<file path="config.mk">
export PLATFORM = sky130hd
export DESIGN_NAME = pit_top
export DESIGN_NICKNAME = d
export VERILOG_FILES = /design/src/hw/pit_pkg.sv /design/src/hw/pit_tmr_if.sv /design/src/hw/pit_bus_if.sv /design/src/hw/pit_top.sv /design/src/hw/pit_counter.sv /design/src/hw/pit_regs.sv /design/src/hw/pit_wb_slave.sv
export VERILOG_INCLUDE_DIRS = /design/src /design/src/hw
export SDC_FILE = /design/constraint.sdc
export NUM_CORES = 2
export LEC_CHECK = 0
export ABC_AREA = 1
export ABC_CLOCK_PERIOD_IN_PS = 3300
export BUFFER_PORTS_ARGS = -buffer_cell sky130_fd_sc_hd__buf_2
export CAP_MARGIN = 20
export CELL_PAD_IN_SITES_DETAIL_PLACEMENT = 0
export CELL_PAD_IN_SITES_GLOBAL_PLACEMENT = 1
export CORE_UTILIZATION = 34
export CTS_CLUSTER_SIZE = 28
export DETAILED_ROUTE_END_ITERATION = 10
export PLACE_DENSITY_LB_ADDON = 0.1
export SLEW_MARGIN = 25
export SYNTH_ARGS = -nofsm -noshare
export SYNTH_HDL_FRONTEND = slang
export SYNTH_SLANG_ARGS = --single-unit
</file>
<file path="constraint.sdc">
create_clock -name clk -period 3.3 [get_ports clk]
set_input_delay 0 -clock clk [delete_from_list [all_inputs] [get_ports clk]]
set_output_delay 0 -clock clk [all_outputs]
set_load 0.1 [all_outputs]
</file>
<file path="src/hw/pit_defs.svh">
`ifndef PIT_DEFS_SVH
`define PIT_DEFS_SVH

// ============================================================
// timer geometry
// ============================================================

// number of timer channels, fixed by the register map
`define PIT_NTIMER 4
// counter width in bits
`define PIT_CNT_W 32

// ============================================================
// register map, word addresses
// ============================================================

// word offsets inside a channel block, channel n starts at word n*4
`define PIT_REG_COUNT 2'd0
`define PIT_REG_MAX 2'd1
`define PIT_REG_ON 2'd2
`define PIT_REG_CTL 2'd3

// global registers above the channel blocks
`define PIT_REG_UF 8'h40
`define PIT_REG_SYNC 8'h41
`define PIT_REG_IE 8'h42
`define PIT_REG_OUT 8'h43

// control word bit positions
`define PIT_CTL_LD 0
`define PIT_CTL_CE 1
`define PIT_CTL_AR 2
`define PIT_CTL_XC 3
`define PIT_CTL_GE 4
`define PIT_CTL_COMMIT 7

`endif
</file>
<file path="src/hw/pit_pkg.sv">
`include "pit_defs.svh"

package pit_pkg;

	// ============================================================
	// data types
	// ============================================================

	// one counter value
	typedef logic [`PIT_CNT_W-1:0] cnt_t;

	// register word address as seen on the bus
	typedef logic [7:0] adr_t;

	// bus data word and its byte selects
	typedef logic [31:0] dat_t;
	typedef logic [3:0] sel_t;

	// channel flags, indexed by the PIT_CTL_* bit positions
	// ld, ce, ar, xc, ge from bit 0 upward
	typedef logic [4:0] ctl_t;

	// one bit per channel
	typedef logic [`PIT_NTIMER-1:0] tmask_t;

	// ============================================================
	// bus slave FSM
	// ============================================================

	// IDLE waits for a strobe, ACK answers it for one cycle
	typedef enum logic [0:0] {
		IDLE = 1'b0,
		ACK = 1'b1
	} wb_state_t;

endpackage

</file>
<file path="src/hw/pit_tmr_if.sv">
`timescale 1ns/1ps

// settings down to one counter channel, status back up
interface pit_tmr_if;

	// one-cycle pulse, copy holding values into the active state
	logic commit;
	// holding values waiting for a commit
	pit_pkg::cnt_t max_h;
	pit_pkg::cnt_t on_h;
	pit_pkg::ctl_t ctl_h;
	// live channel status
	pit_pkg::cnt_t count;
	pit_pkg::ctl_t ctl_act;
	logic out;
	// one-cycle pulse at terminal count
	logic uf;

	// register bank side
	modport regs (
		output commit,
		output max_h,
		output on_h,
		output ctl_h,
		input count,
		input ctl_act,
		input out,
		input uf
	);

	// counter side
	modport timer (
		input commit,
		input max_h,
		input on_h,
		input ctl_h,
		output count,
		output ctl_act,
		output out,
		output uf
	);

endinterface

</file>
<file path="src/hw/pit_bus_if.sv">
`timescale 1ns/1ps

// one decoded register access, bus slave to register bank
interface pit_bus_if;

	// single-cycle access strobe
	logic req;
	// write when high, read otherwise
	logic we;
	// word address of the access
	pit_pkg::adr_t adr;
	// write data and its byte lanes
	pit_pkg::dat_t wdat;
	pit_pkg::sel_t sel;
	// read data, combinational from adr
	pit_pkg::dat_t rdat;

	// bus slave side
	modport slave (
		output req,
		output we,
		output adr,
		output wdat,
		output sel,
		input rdat
	);

	// register bank side
	modport regs (
		input req,
		input we,
		input adr,
		input wdat,
		input sel,
		output rdat
	);

endinterface

</file>
<file path="src/hw/pit_top.sv">
`timescale 1ns/1ps
`include "pit_defs.svh"

module pit_top (
	input logic clk,
	input logic rst,
	// Wishbone classic slave
	input logic wb_cyc_i,
	input logic wb_stb_i,
	input logic wb_we_i,
	input pit_pkg::adr_t wb_adr_i,
	input pit_pkg::dat_t wb_dat_i,
	input pit_pkg::sel_t wb_sel_i,
	output pit_pkg::dat_t wb_dat_o,
	output logic wb_ack_o,
	// timer pins
	input logic [`PIT_NTIMER-1:0] ext_clk_i,
	input logic [`PIT_NTIMER-1:0] gate_i,
	output logic [`PIT_NTIMER-1:0] out_o,
	output logic irq_o
);

	pit_bus_if bus_if ();
	pit_tmr_if tmr_if [0:`PIT_NTIMER-1] ();

	// ============================================================
	// bus slave and register bank
	// ============================================================

	pit_wb_slave wb_slave_inst (
		.clk(clk),
		.rst(rst),
		.wb_cyc_i(wb_cyc_i),
		.wb_stb_i(wb_stb_i),
		.wb_we_i(wb_we_i),
		.wb_adr_i(wb_adr_i),
		.wb_dat_i(wb_dat_i),
		.wb_sel_i(wb_sel_i),
		.wb_dat_o(wb_dat_o),
		.wb_ack_o(wb_ack_o),
		.bus(bus_if)
	);

	pit_regs regs_inst (
		.clk(clk),
		.rst(rst),
		.bus(bus_if),
		.tmr(tmr_if),
		.irq_o(irq_o)
	);

	// ============================================================
	// counter channels
	// ============================================================

	for (genvar g = 0; g < `PIT_NTIMER; g++) begin : g_tmr
		pit_counter counter_inst (
			.clk(clk),
			.rst(rst),
			.ext_clk_i(ext_clk_i[g]),
			.gate_i(gate_i[g]),
			.tmr(tmr_if[g])
		);
		assign out_o[g] = tmr_if[g].out;
	end

endmodule

</file>
<file path="src/hw/pit_counter.sv">
`timescale 1ns/1ps
`include "pit_defs.svh"

module pit_counter (
	input logic clk,
	input logic rst,
	input logic ext_clk_i,
	input logic gate_i,
	pit_tmr_if.timer tmr
);

	localparam pit_pkg::ctl_t CTL_RST = pit_pkg::ctl_t'(1 << `PIT_CTL_AR);

	// active state, loaded on commit
	pit_pkg::ctl_t ctl_a;
	pit_pkg::cnt_t max_a;
	pit_pkg::cnt_t on_a;
	pit_pkg::cnt_t count;
	logic out_q;
	logic uf_q;

	// external clock synchronizer and edge detect
	logic ext_s1;
	logic ext_s2;
	logic ext_d;
	logic ext_rise;

	logic src_ok;
	logic gate_ok;
	logic tick;

	// ============================================================
	// tick qualification
	// ============================================================

	assign ext_rise = ext_s2 & ~ext_d;
	// xc picks the external edge over the system clock
	assign src_ok = ctl_a[`PIT_CTL_XC] ? ext_rise : 1'b1;
	// ge makes counting wait for the gate pin
	assign gate_ok = ctl_a[`PIT_CTL_GE] ? gate_i : 1'b1;
	assign tick = ctl_a[`PIT_CTL_CE] & src_ok & gate_ok;

	always_ff @(posedge clk) begin
		if (rst) begin
			ext_s1 <= 1'b0;
			ext_s2 <= 1'b0;
			ext_d <= 1'b0;
		end else begin
			ext_s1 <= ext_clk_i;
			ext_s2 <= ext_s1;
			ext_d <= ext_s2;
		end
	end

	// ============================================================
	// count, reload and output
	// ============================================================

	always_ff @(posedge clk) begin
		if (rst) begin
			ctl_a <= CTL_RST;
			max_a <= '0;
			on_a <= '0;
			count <= '0;
			out_q <= 1'b0;
			uf_q <= 1'b0;
		end else begin
			uf_q <= 1'b0;
			if (tmr.commit) begin
				ctl_a <= tmr.ctl_h;
				max_a <= tmr.max_h;
				on_a <= tmr.on_h;
			end else if (ctl_a[`PIT_CTL_LD]) begin
				// pending load overrides the tick
				count <= max_a;
				ctl_a[`PIT_CTL_LD] <= 1'b0;
			end else if (tick) begin
				if (count == on_a) begin
					out_q <= 1'b1;
					count <= count - 1'b1;
				end else if (count == '0) begin
					// terminal count
					uf_q <= 1'b1;
					out_q <= 1'b0;
					if (ctl_a[`PIT_CTL_AR])
						count <= max_a;
					else
						ctl_a[`PIT_CTL_CE] <= 1'b0;
				end else begin
					count <= count - 1'b1;
				end
			end
		end
	end

	assign tmr.count = count;
	assign tmr.ctl_act = ctl_a;
	assign tmr.out = out_q;
	assign tmr.uf = uf_q;

endmodule

</file>
<file path="src/hw/pit_regs.sv">
`timescale 1ns/1ps
`include "pit_defs.svh"

module pit_regs (
	input logic clk,
	input logic rst,
	pit_bus_if.regs bus,
	pit_tmr_if.regs tmr [0:`PIT_NTIMER-1],
	output logic irq_o
);

	// ar set, everything else clear
	localparam pit_pkg::ctl_t CTL_RST = pit_pkg::ctl_t'(1 << `PIT_CTL_AR);

	// holding registers per channel
	pit_pkg::cnt_t max_h [0:`PIT_NTIMER-1];
	pit_pkg::cnt_t on_h [0:`PIT_NTIMER-1];
	pit_pkg::ctl_t ctl_h [0:`PIT_NTIMER-1];

	// status gathered from the channels
	pit_pkg::cnt_t count_v [0:`PIT_NTIMER-1];
	pit_pkg::ctl_t ctl_act_v [0:`PIT_NTIMER-1];
	pit_pkg::tmask_t out_v;
	pit_pkg::tmask_t uf_v;

	pit_pkg::tmask_t commit_q;
	pit_pkg::tmask_t underflow;
	pit_pkg::tmask_t ie;
	pit_pkg::tmask_t uf_clr;

	logic wr;
	logic chan_hit;
	logic [1:0] chan;
	logic [1:0] offs;

	// merge the selected byte lanes of a write into a 32-bit value
	function automatic pit_pkg::cnt_t merge_bytes(
		input pit_pkg::cnt_t old_v,
		input pit_pkg::dat_t wd,
		input pit_pkg::sel_t sel
	);
		pit_pkg::cnt_t res;
		res = old_v;
		for (int b = 0; b < 4; b++) begin
			if (sel[b])
				res[b*8 +: 8] = wd[b*8 +: 8];
		end
		return res;
	endfunction

	// ============================================================
	// address decode
	// ============================================================

	assign wr = bus.req && bus.we;
	// channel blocks occupy words 0..15
	assign chan_hit = (bus.adr[7:4] == 4'h0);
	assign chan = bus.adr[3:2];
	assign offs = bus.adr[1:0];

	// 1s written to UF clear flags and enables
	assign uf_clr = (wr && bus.adr == `PIT_REG_UF && bus.sel[0]) ?
		bus.wdat[`PIT_NTIMER-1:0] : '0;

	// ============================================================
	// channel links
	// ============================================================

	for (genvar g = 0; g < `PIT_NTIMER; g++) begin : g_link
		assign tmr[g].commit = commit_q[g];
		assign tmr[g].max_h = max_h[g];
		assign tmr[g].on_h = on_h[g];
		assign tmr[g].ctl_h = ctl_h[g];
		assign count_v[g] = tmr[g].count;
		assign ctl_act_v[g] = tmr[g].ctl_act;
		assign out_v[g] = tmr[g].out;
		assign uf_v[g] = tmr[g].uf;
	end

	// ============================================================
	// register writes
	// ============================================================

	always_ff @(posedge clk) begin
		if (rst) begin
			for (int i = 0; i < `PIT_NTIMER; i++) begin
				max_h[i] <= '0;
				on_h[i] <= '0;
				ctl_h[i] <= CTL_RST;
			end
			commit_q <= '0;
			underflow <= '0;
			ie <= '0;
		end else begin
			// commit is a single-cycle pulse
			commit_q <= '0;
			// a new terminal count wins over a clear in the same cycle
			underflow <= (underflow & ~uf_clr) | uf_v;
			ie <= ie & ~uf_clr;
			if (wr && bus.adr == `PIT_REG_IE && bus.sel[0])
				ie <= bus.wdat[`PIT_NTIMER-1:0];
			// sync register commits several channels on one edge
			if (wr && bus.adr == `PIT_REG_SYNC && bus.sel[0])
				commit_q <= bus.wdat[`PIT_NTIMER-1:0];
			for (int i = 0; i < `PIT_NTIMER; i++) begin
				if (wr && chan_hit && chan == 2'(i)) begin
					case (offs)
						`PIT_REG_MAX: max_h[i] <= merge_bytes(max_h[i], bus.wdat, bus.sel);
						`PIT_REG_ON: on_h[i] <= merge_bytes(on_h[i], bus.wdat, bus.sel);
						`PIT_REG_CTL: begin
							// flags and commit bit share byte 0
							if (bus.sel[0]) begin
								ctl_h[i] <= bus.wdat[4:0];
								commit_q[i] <= bus.wdat[`PIT_CTL_COMMIT];
							end
						end
						default: ;
					endcase
				end
			end
		end
	end

	// ============================================================
	// read mux and interrupt
	// ============================================================

	always_comb begin
		pit_pkg::ctl_t rd_ctl;
		rd_ctl = ctl_act_v[chan];
		// load is a one-shot request and never reads back
		rd_ctl[`PIT_CTL_LD] = 1'b0;
		bus.rdat = '0;
		if (chan_hit) begin
			case (offs)
				`PIT_REG_COUNT: bus.rdat = count_v[chan];
				`PIT_REG_MAX: bus.rdat = max_h[chan];
				`PIT_REG_ON: bus.rdat = on_h[chan];
				`PIT_REG_CTL: bus.rdat = pit_pkg::dat_t'(rd_ctl);
				default: bus.rdat = '0;
			endcase
		end else begin
			case (bus.adr)
				`PIT_REG_UF: bus.rdat = pit_pkg::dat_t'(underflow);
				`PIT_REG_IE: bus.rdat = pit_pkg::dat_t'(ie);
				`PIT_REG_OUT: bus.rdat = pit_pkg::dat_t'(out_v);
				// sync is write-only, unmapped words read 0
				default: bus.rdat = '0;
			endcase
		end
	end

	// latched underflow gated by the enable mask
	assign irq_o = |(underflow & ie);

endmodule

</file>
<file path="src/hw/pit_wb_slave.sv">
`timescale 1ns/1ps

module pit_wb_slave (
	input logic clk,
	input logic rst,
	input logic wb_cyc_i,
	input logic wb_stb_i,
	input logic wb_we_i,
	input pit_pkg::adr_t wb_adr_i,
	input pit_pkg::dat_t wb_dat_i,
	input pit_pkg::sel_t wb_sel_i,
	output pit_pkg::dat_t wb_dat_o,
	output logic wb_ack_o,
	pit_bus_if.slave bus
);

	pit_pkg::wb_state_t state;
	logic req;

	// a new access is only taken in IDLE, so each strobe gives one req
	assign req = (state == pit_pkg::IDLE) && wb_cyc_i && wb_stb_i;

	// address and data are stable while the master waits for ack
	assign bus.req = req;
	assign bus.we = wb_we_i;
	assign bus.adr = wb_adr_i;
	assign bus.wdat = wb_dat_i;
	assign bus.sel = wb_sel_i;

	// ack is high for the whole ACK state, which lasts one cycle
	assign wb_ack_o = (state == pit_pkg::ACK);

	always_ff @(posedge clk) begin
		if (rst) begin
			state <= pit_pkg::IDLE;
			wb_dat_o <= '0;
		end else begin
			case (state)
				pit_pkg::IDLE: begin
					// capture read data together with the access
					if (req) begin
						wb_dat_o <= bus.rdat;
						state <= pit_pkg::ACK;
					end
				end
				pit_pkg::ACK: begin
					// master drops stb after ack
					state <= pit_pkg::IDLE;
				end
				default: state <= pit_pkg::IDLE;
			endcase
		end
	end

endmodule

</file>
== Yosys cells after proc, flatten, opt, wreduce, memory -nomap -nowiden ==
Memories as Yosys holds them, arrays and structs flattened.
Index checks and enable logic that the tools add are counted.

* $add $sub $neg: 4
* Eq/ne operators: 30
* Mux-type cells: 272
* $mul: 0
* Bitwise gates (word level): 47
* Reductions and logical operators: 59
* Magnitude comparators: 1
* Shift operators: 0
* Divide/modulo/power cells: 0

{| class="wikitable"
|+ Operators with widths
! operator !! number
|-
| $mux W8 || 128
|-
| $mux W32 || 31
|-
| $eq A32 B32 Y1 || 4
|-
| $logic_not A32 Y1 || 4
|-
| $pmux W32 S4 || 1
|-
| $sub A32 B1 Y32 const B || 4
|-
| $mux W1 || 95
|-
| $bmux W32 S2 || 1
|-
| $eq A8 B7 Y1 const B || 4
|-
| $reduce_bool A2 Y1 || 16
|-
| $mux W5 || 6
|-
| $ne A2 B2 Y1 const B || 12
|-
| $reduce_and A5 Y1 || 4
|-
| $reduce_or A5 Y1 || 4
|-
| $not A1 Y1 || 17
|-
| $ne A4 B1 Y1 const B || 4
|-
| $reduce_and A4 Y1 || 4
|-
| $logic_and A1 B1 Y1 || 14
|-
| $and A1 B1 Y1 || 12
|-
| $and A4 B4 Y4 || 3
|-
| $mux W4 || 3
|-
| $or A1 B1 Y1 || 12
|-
| $pmux W4 S3 || 1
|-
| $reduce_and A3 Y1 || 4
|-
| other kinds (14) || 25
|}

* Register bits after elaboration: 469
* Memory bits (writable): 276
* Logic and storage cells: 465
* Memories kept: 3
* Input bits: 57
* Output and inout bits: 38
* Bits in latches: 0
* Bits in read-only memories: 0

{| class="wikitable"
|+ Memories
! memory !! words !! bits a word !! rd ports !! clocked after Yosys merged registers in !! write ports !! line !! text
|-
| regs_inst.max_h || 4 || 32 || 5 || 0 || 4 || pit_regs.sv:16 || <nowiki>pit_pkg::cnt_t max_h [0:`PIT_NTIMER-1];</nowiki>
|-
| regs_inst.on_h || 4 || 32 || 5 || 0 || 4 || pit_regs.sv:17 || <nowiki>pit_pkg::cnt_t on_h [0:`PIT_NTIMER-1];</nowiki>
|-
| regs_inst.ctl_h || 4 || 5 || 4 || 0 || 4 || pit_regs.sv:18 || <nowiki>pit_pkg::ctl_t ctl_h [0:`PIT_NTIMER-1];</nowiki>
|}

== Logic depth before layout (Yosys ltp) ==
* Depth after elaboration: 10
* Depth in mapped cells: 16
* Depth with buffers taken out: 15

== Hierarchy ==
Synthesis repeated with hierarchy kept, for this count alone.

* Cells, all modules: 5167
* Area total of the unflattened synthesis: 37475.9 um^2

{| class="wikitable"
|+ By module, submodules not included
! module !! sequential area each (um^2) !! cells each !! instances !! area an instance (um^2)
|-
| pit_counter || 2122.0 || 860 || 4 || 5512.8
|-
| pit_regs || 8528.2 || 1470 || 1 || 13700.6
|-
| pit_wb_slave || 660.6 || 253 || 1 || 1694.1
|-
| pit_top || 0.0 || 4 || 1 || 30.0
|}

== Worst setup path before layout ==
OpenSTA, ideal clock, no wires.

* Path kind: register -> register
* Start: register wb_slave_inst.state, in the netlist wb_slave_inst.wb_ack_o
* End: memory regs_inst.on_h[3][0] (netlist name), enable pin
* Buffers on the path: 0
* Stages on the path, launching flop included: 10
* Arrival: 2.395 ns
* Data required time: 2.916 ns
* Slack: 0.521 ns
* Period minus slack after synthesis: 2.779 ns
* Cells stage by stage: dfxtp_1 nor2_4 inv_1 nor2_4 inv_1 nor2_1 inv_1 nor2_2 nand2_2 o21ai_0

{| class="wikitable"
|+ RTL lines
! item !! line !! text
|-
| start, declared || pit_wb_slave.sv:17 || <nowiki>pit_pkg::wb_state_t state;</nowiki>
|-
| start signal, assigned || pit_wb_slave.sv:35 || <nowiki>state <= pit_pkg::IDLE;</nowiki>
|-
| start signal, assigned || pit_wb_slave.sv:43 || <nowiki>state <= pit_pkg::ACK;</nowiki>
|-
| start signal, assigned || pit_wb_slave.sv:48 || <nowiki>state <= pit_pkg::IDLE;</nowiki>
|-
| end, declared || pit_regs.sv:17 ||
|}

== Final worst setup path ==
* Start: input wb_cyc_i
* End: register regs_inst.ie[3]

* Longest elaborated chain between the ends: 9
* Elaborated cells between the ends (all ways): 11
* Those cells by class: mux (2); bitwise (2); reduce/logical (7)

{| class="wikitable"
|+ RTL lines
! item !! line !! text
|-
| start, declared || pit_top.sv:8 || <nowiki>input logic wb_cyc_i,</nowiki>
|-
| $logic_and A1 B1 Y1 (*) (2 in series) || pit_wb_slave.sv:21 || <nowiki>assign req = (state == pit_pkg::IDLE) && wb_cyc_i && wb_stb_i;</nowiki>
|-
| $logic_and A1 B1 Y1 (*) || pit_regs.sv:55 || <nowiki>assign wr = bus.req && bus.we;</nowiki>
|-
| $logic_and A1 B1 Y1 (no source line) || n/a ||
|-
| $logic_and A1 B1 Y1 || pit_regs.sv:62 || <nowiki>assign uf_clr = (wr && bus.adr == `PIT_REG_UF && bus.sel[0]) ?</nowiki>
|-
| $mux W4 || pit_regs.sv:62 ||
|-
| $not A4 Y4 || pit_regs.sv:99 || <nowiki>ie <= ie & ~uf_clr;</nowiki>
|-
| $and A4 B4 Y4 || pit_regs.sv:99 ||
|-
| $mux W4 (*) || pit_regs.sv:100 || <nowiki>if (wr && bus.adr == `PIT_REG_IE && bus.sel[0])</nowiki>
|-
| end signal, assigned || pit_regs.sv:99 ||
|-
| end signal, assigned || pit_regs.sv:101 || <nowiki>ie <= bus.wdat[`PIT_NTIMER-1:0];</nowiki>
|-
| end, declared || pit_regs.sv:28 || <nowiki>pit_pkg::tmask_t ie;</nowiki>
|}

Every way passes the cells marked *; elsewhere a longest branch is shown, timed or not.
A chain may end at the register's enable or synchronous reset.

==> flow_summary_export.csv <==
group,metric,value,unit
run_status,status,"completed",
critical_path,startpoint_type,"primary input",
sta,worst_slew_pin_slew,1.01,ns
critical_path,crit-reg2reg-launch,"g_tmr[3].counter_inst.tmr.count[0]",
hold_path,min_delay_worst_endpoint,"regs_inst.ctl_h[1][4]",
layout,signed_area_change_from_the_synthesized_netlist_to_the_final_layout,15.5,%
grt,global_route.usage.met2,0.452,
synth,yosysWarningCount,0,
critical_path,crit_path_max_fanout,31,
placement,final_weighted_congestion_in_routability_driven_placement,0.913,
critical_path,critical_path.top_delay_family,"buffers and inverters",
layout,seq_area,17700,um2
critical_path,cell_by_cell_listing_of_the_critical_path,"dlygate4sd3_1, buf_2, nand2_1, dlygate4sd3_1, nor2_4, inv_1, buf_4, nor2_1, inv_1, nor2_1, inv_1, nor2_2, nand2_1, dlygate4sd3_1, a21oi_1, dlygate4sd3_1",
drt,route.final.wire_length,151,mm
drt,post_drt_wl_per_cell,24.6,um
clock_tree,htree_num_levels,3,
clock_tree,cts_inserted_buffers,89,
layout,post_route_cells_drive_above_1_share,0.0959,
pwr,vdd.ir_drop.worst,0.353,mV
sta,worst_hold_slack,0.0276,ns
synth,synth-main-ff-cell,"dfxtp_1",
pwr,cellLeakagePower,0.0172,uW
sta,fmaxAchievable,0.322,GHz
critical_path,reg2reg_to,"g_tmr[3].counter_inst.tmr.count[12]",
critical_path,worst_r2r_setup_slack,0.34,ns
floorplanning,fp.dieArea,107000,um2
sta,slew-limit-headroom,0.330,
floorplanning,core,104000,um2
critical_path,critical_path_arrival,3.71,ns
critical_path,worstRegToRegCells,11,
pwr,power_density,505,nW/um2
drt,dr.first_iter.drc_count,3005,
layout,area_of_the_multi_input_gates,15000,um2
critical_path,critPathCaptureType,"flop",
sta,layout_min_cycle_time,3.11,ns
synth,number_of_enable_type_register_cells_in_the_synthesized_netlist,276,
sta,final.period_utilization,0.941,
grt,grt_pass1_wl,216,mm
clock_tree,cts_max_path_buffers,3,
sta,slew_violations,0,
grt,grtUsageMet3,0.0286,
drt,avgViaCountPerCell,5.17,
hold_path,holdCritPathClass,"in2reg",
sta,timing.clock.skew,0.0303,ns
synth,yosysSeqAreaShare,0.491,
critical_path,cpMostUsedCell,"dlygate4sd3_1",
clock_tree,cts_tree,"built",
grt,maximum_number_of_pins_on_one_net_before_global_route_repair,82,
drt,ant_nets,0,
flow_run,number_of_max_cap_violations,0,
layout,num_antenna_cells,0,
layout,layout.nets,4761,
synth,syn-mean-instance-area,7.80,um2
clock_tree,root_buffer,"clkbuf_16",
synth,synthMostInstantiatedCell,"nand2_1",
grt,via_count_of_the_first_global_routing_pass,30300,
floorplanning,fp.dieH,327,um
clock_tree,clock_insertion_delay_worst_skew,0.68,ns
synth,syn-instance-count,4615,
sta,setup_viol_count_final,0,
grt,gr_met1_demand_resource,0.385,
synth,synthDistinctLibCells,53,
sta,tns,0,ns
placement,detailed_place_hpwl,112,mm
layout,fillers,11000,
sta,final_hold_fails,0,
critical_path,max_stage_delay,0.59,ns
hold_path,hold-path-cell-count,3,
floorplanning,fp-row-count,118,
critical_path,cpMaxStageDelayCell,"dlygate4sd3_1",
floorplanning,die_width,327,um
critical_path,critPathBufInv,9,
synth,mappedNetlistNets,4676,
drt,detailedRoute.firstPassIterationCount,6,
critical_path,critPathRequiredTime,3.90,ns
clock_tree,cts.sink_count,745,
grt,global_route.usage.total,0.278,
synth,synth_commonest_cells,"nand2_1 (866), nor2_1 (701), inv_1 (513)",
synth,synth_top_area_share,0.261,
floorplanning,top_level_ports,95,
floorplanning,initial_core_util,0.345,
hold_path,hold_path.startpoint,"wb_dat_i[4]",
synth,ys_async_sr_fraction,0,
grt,grt_overflow,0,
grt,antenna_violations_before_repair,2,
sta,grt_setup_unrepaired,"no",
synth,ys_top_cells_by_area,"dfxtp_1 (26%), edfxtp_1 (23%), nand2_1 (9.0%), nor2_1 (7.3%), inv_1 (5.4%)",
drt,vias,31800,
synth,yosys.area.top_type,"dfxtp_1",
synth,synthesis.area,36000,um2
placement,port-buffer-count,94,
grt,global_route.peak_usage_layer,"met2",
synth,synth_seq_cells,745,
clock_tree,clkTransAtPathRegs,0.06,ns
drt,number_of_design_rule_violations_left_after_detail_routing,0,
critical_path,worstSetupPathType,"in2reg",
## worst max-delay path by stage
stage,start,to,cells after the start
final,wb_cyc_i,regs_inst.ie[3],16
after global routing,wb_cyc_i,regs_inst.ie[3],16
after CTS,wb_cyc_i,regs_inst.ie[3],16
after detailed placement,g_tmr[3].counter_inst.tmr.count[0],g_tmr[3].counter_inst.tmr.count[30],11
after global placement,g_tmr[3].counter_inst.tmr.count[0],g_tmr[3].counter_inst.tmr.count[30],11
after floorplan,wb_slave_inst.wb_ack_o,regs_inst.on_h[3][0],9
## report_power, final
group | internal [uW] | switching (uW)
logic | 255 | 800
clock network | 5940 | 4240
registers | 9650 | 96.8
total | 15800 | 5130
## layout by cell type, fill, tap and decap left out, types with 90 or more instances in the layout
| cell type | instances |
|---|---|
| buf_2 | 93 |
| o21ai_0 | 316 |
| inv_1 | 513 |
| dfxtp_1 | 467 |
| buf_4 | 137 |
| edfxtp_1 | 276 |
| nor2_1 | 696 |
| o22ai_1 | 121 |
| nand2_1 | 862 |
| clkbuf_16 | 90 |
| nand3_1 | 255 |
| xnor2_1 | 113 |
| a21oi_1 | 276 |
## sequential cells by signal (all words and copies together), names as in the netlist
name and flops:
g_tmr.counter_inst.tmr.ctl_act 20, g_tmr.counter_inst.ext_s2 4, wb_slave_inst.wb_dat_o 32, regs_inst.underflow 4, g_tmr.counter_inst.tmr.uf 4, g_tmr.counter_inst.ext_s1 4
g_tmr.counter_inst.ext_d 4, regs_inst.ctl_h 20, g_tmr.counter_inst.tmr.count 128, regs_inst.on_h 128, g_tmr.counter_inst.on_a 128, g_tmr.counter_inst.max_a 128
regs_inst.commit_q 4, g_tmr.counter_inst.tmr.out 4, wb_slave_inst.wb_ack_o 1, regs_inst.max_h 128, regs_inst.ie 4
## final cells by class
class	count	area share
sequential	745	0.426
multi-input combinational	3043	0.361
clock inverter	55	0.0139
clock buffer	111	0.0575
tap	1380	0.0416
inverter	527	0.0477
timing repair buffer	294	0.0529
## worst min-delay path: stages
cell and delay (ns):
buf_2 0.08, inv_1 0.31, nor2_1 0.19
## repair_timing
item,4_1_cts,5_1_grt
hold endpoints to repair,262,0
gates resized for setup,0,2
buffers inserted,0,0
setup endpoints to repair,0,2
hold buffers,56,0
## cells by family after synthesis
group           count (synthesis)  synth area share
compound gates                840             0.132
flops                         745             0.491
fa+ha+maj                       4           0.00139
simple gates                 2007             0.236
buf+inv                       827            0.0928
xor+xnor                      192            0.0467
## routing by layer
metal | vias to the layer above | share of wire
met5 | - | 0
met4 | 0 | 0.033
met3 | 184 | 0.048
met2 | 936 | 0.46
met1 | 15500 | 0.45
li1 | 15300 | -
## metrics by stage
| stage | cells | total power (uW) | util | setup slack (ns) | area, um2 |
|---|---|---|---|---|---|
| detailed placement | 5933 | 11000 | 0.365 | 0.217 | 38000 |
| global placement | 5933 | 11000 | 0.365 | 0.221 | 38000 |
| CTS | 6155 | 21100 | 0.399 | 0.203 | 41500 |
| global route | 6155 | 21500 | 0.399 | 0.00139 | 41600 |
| finish | 6155 | 21000 | 0.399 | 0.193 | 41600 |
| floorplan | 4615 | 10400 | - | 0.521 | 36000 |
No activity file was read; power rests on OpenSTA's default activity.
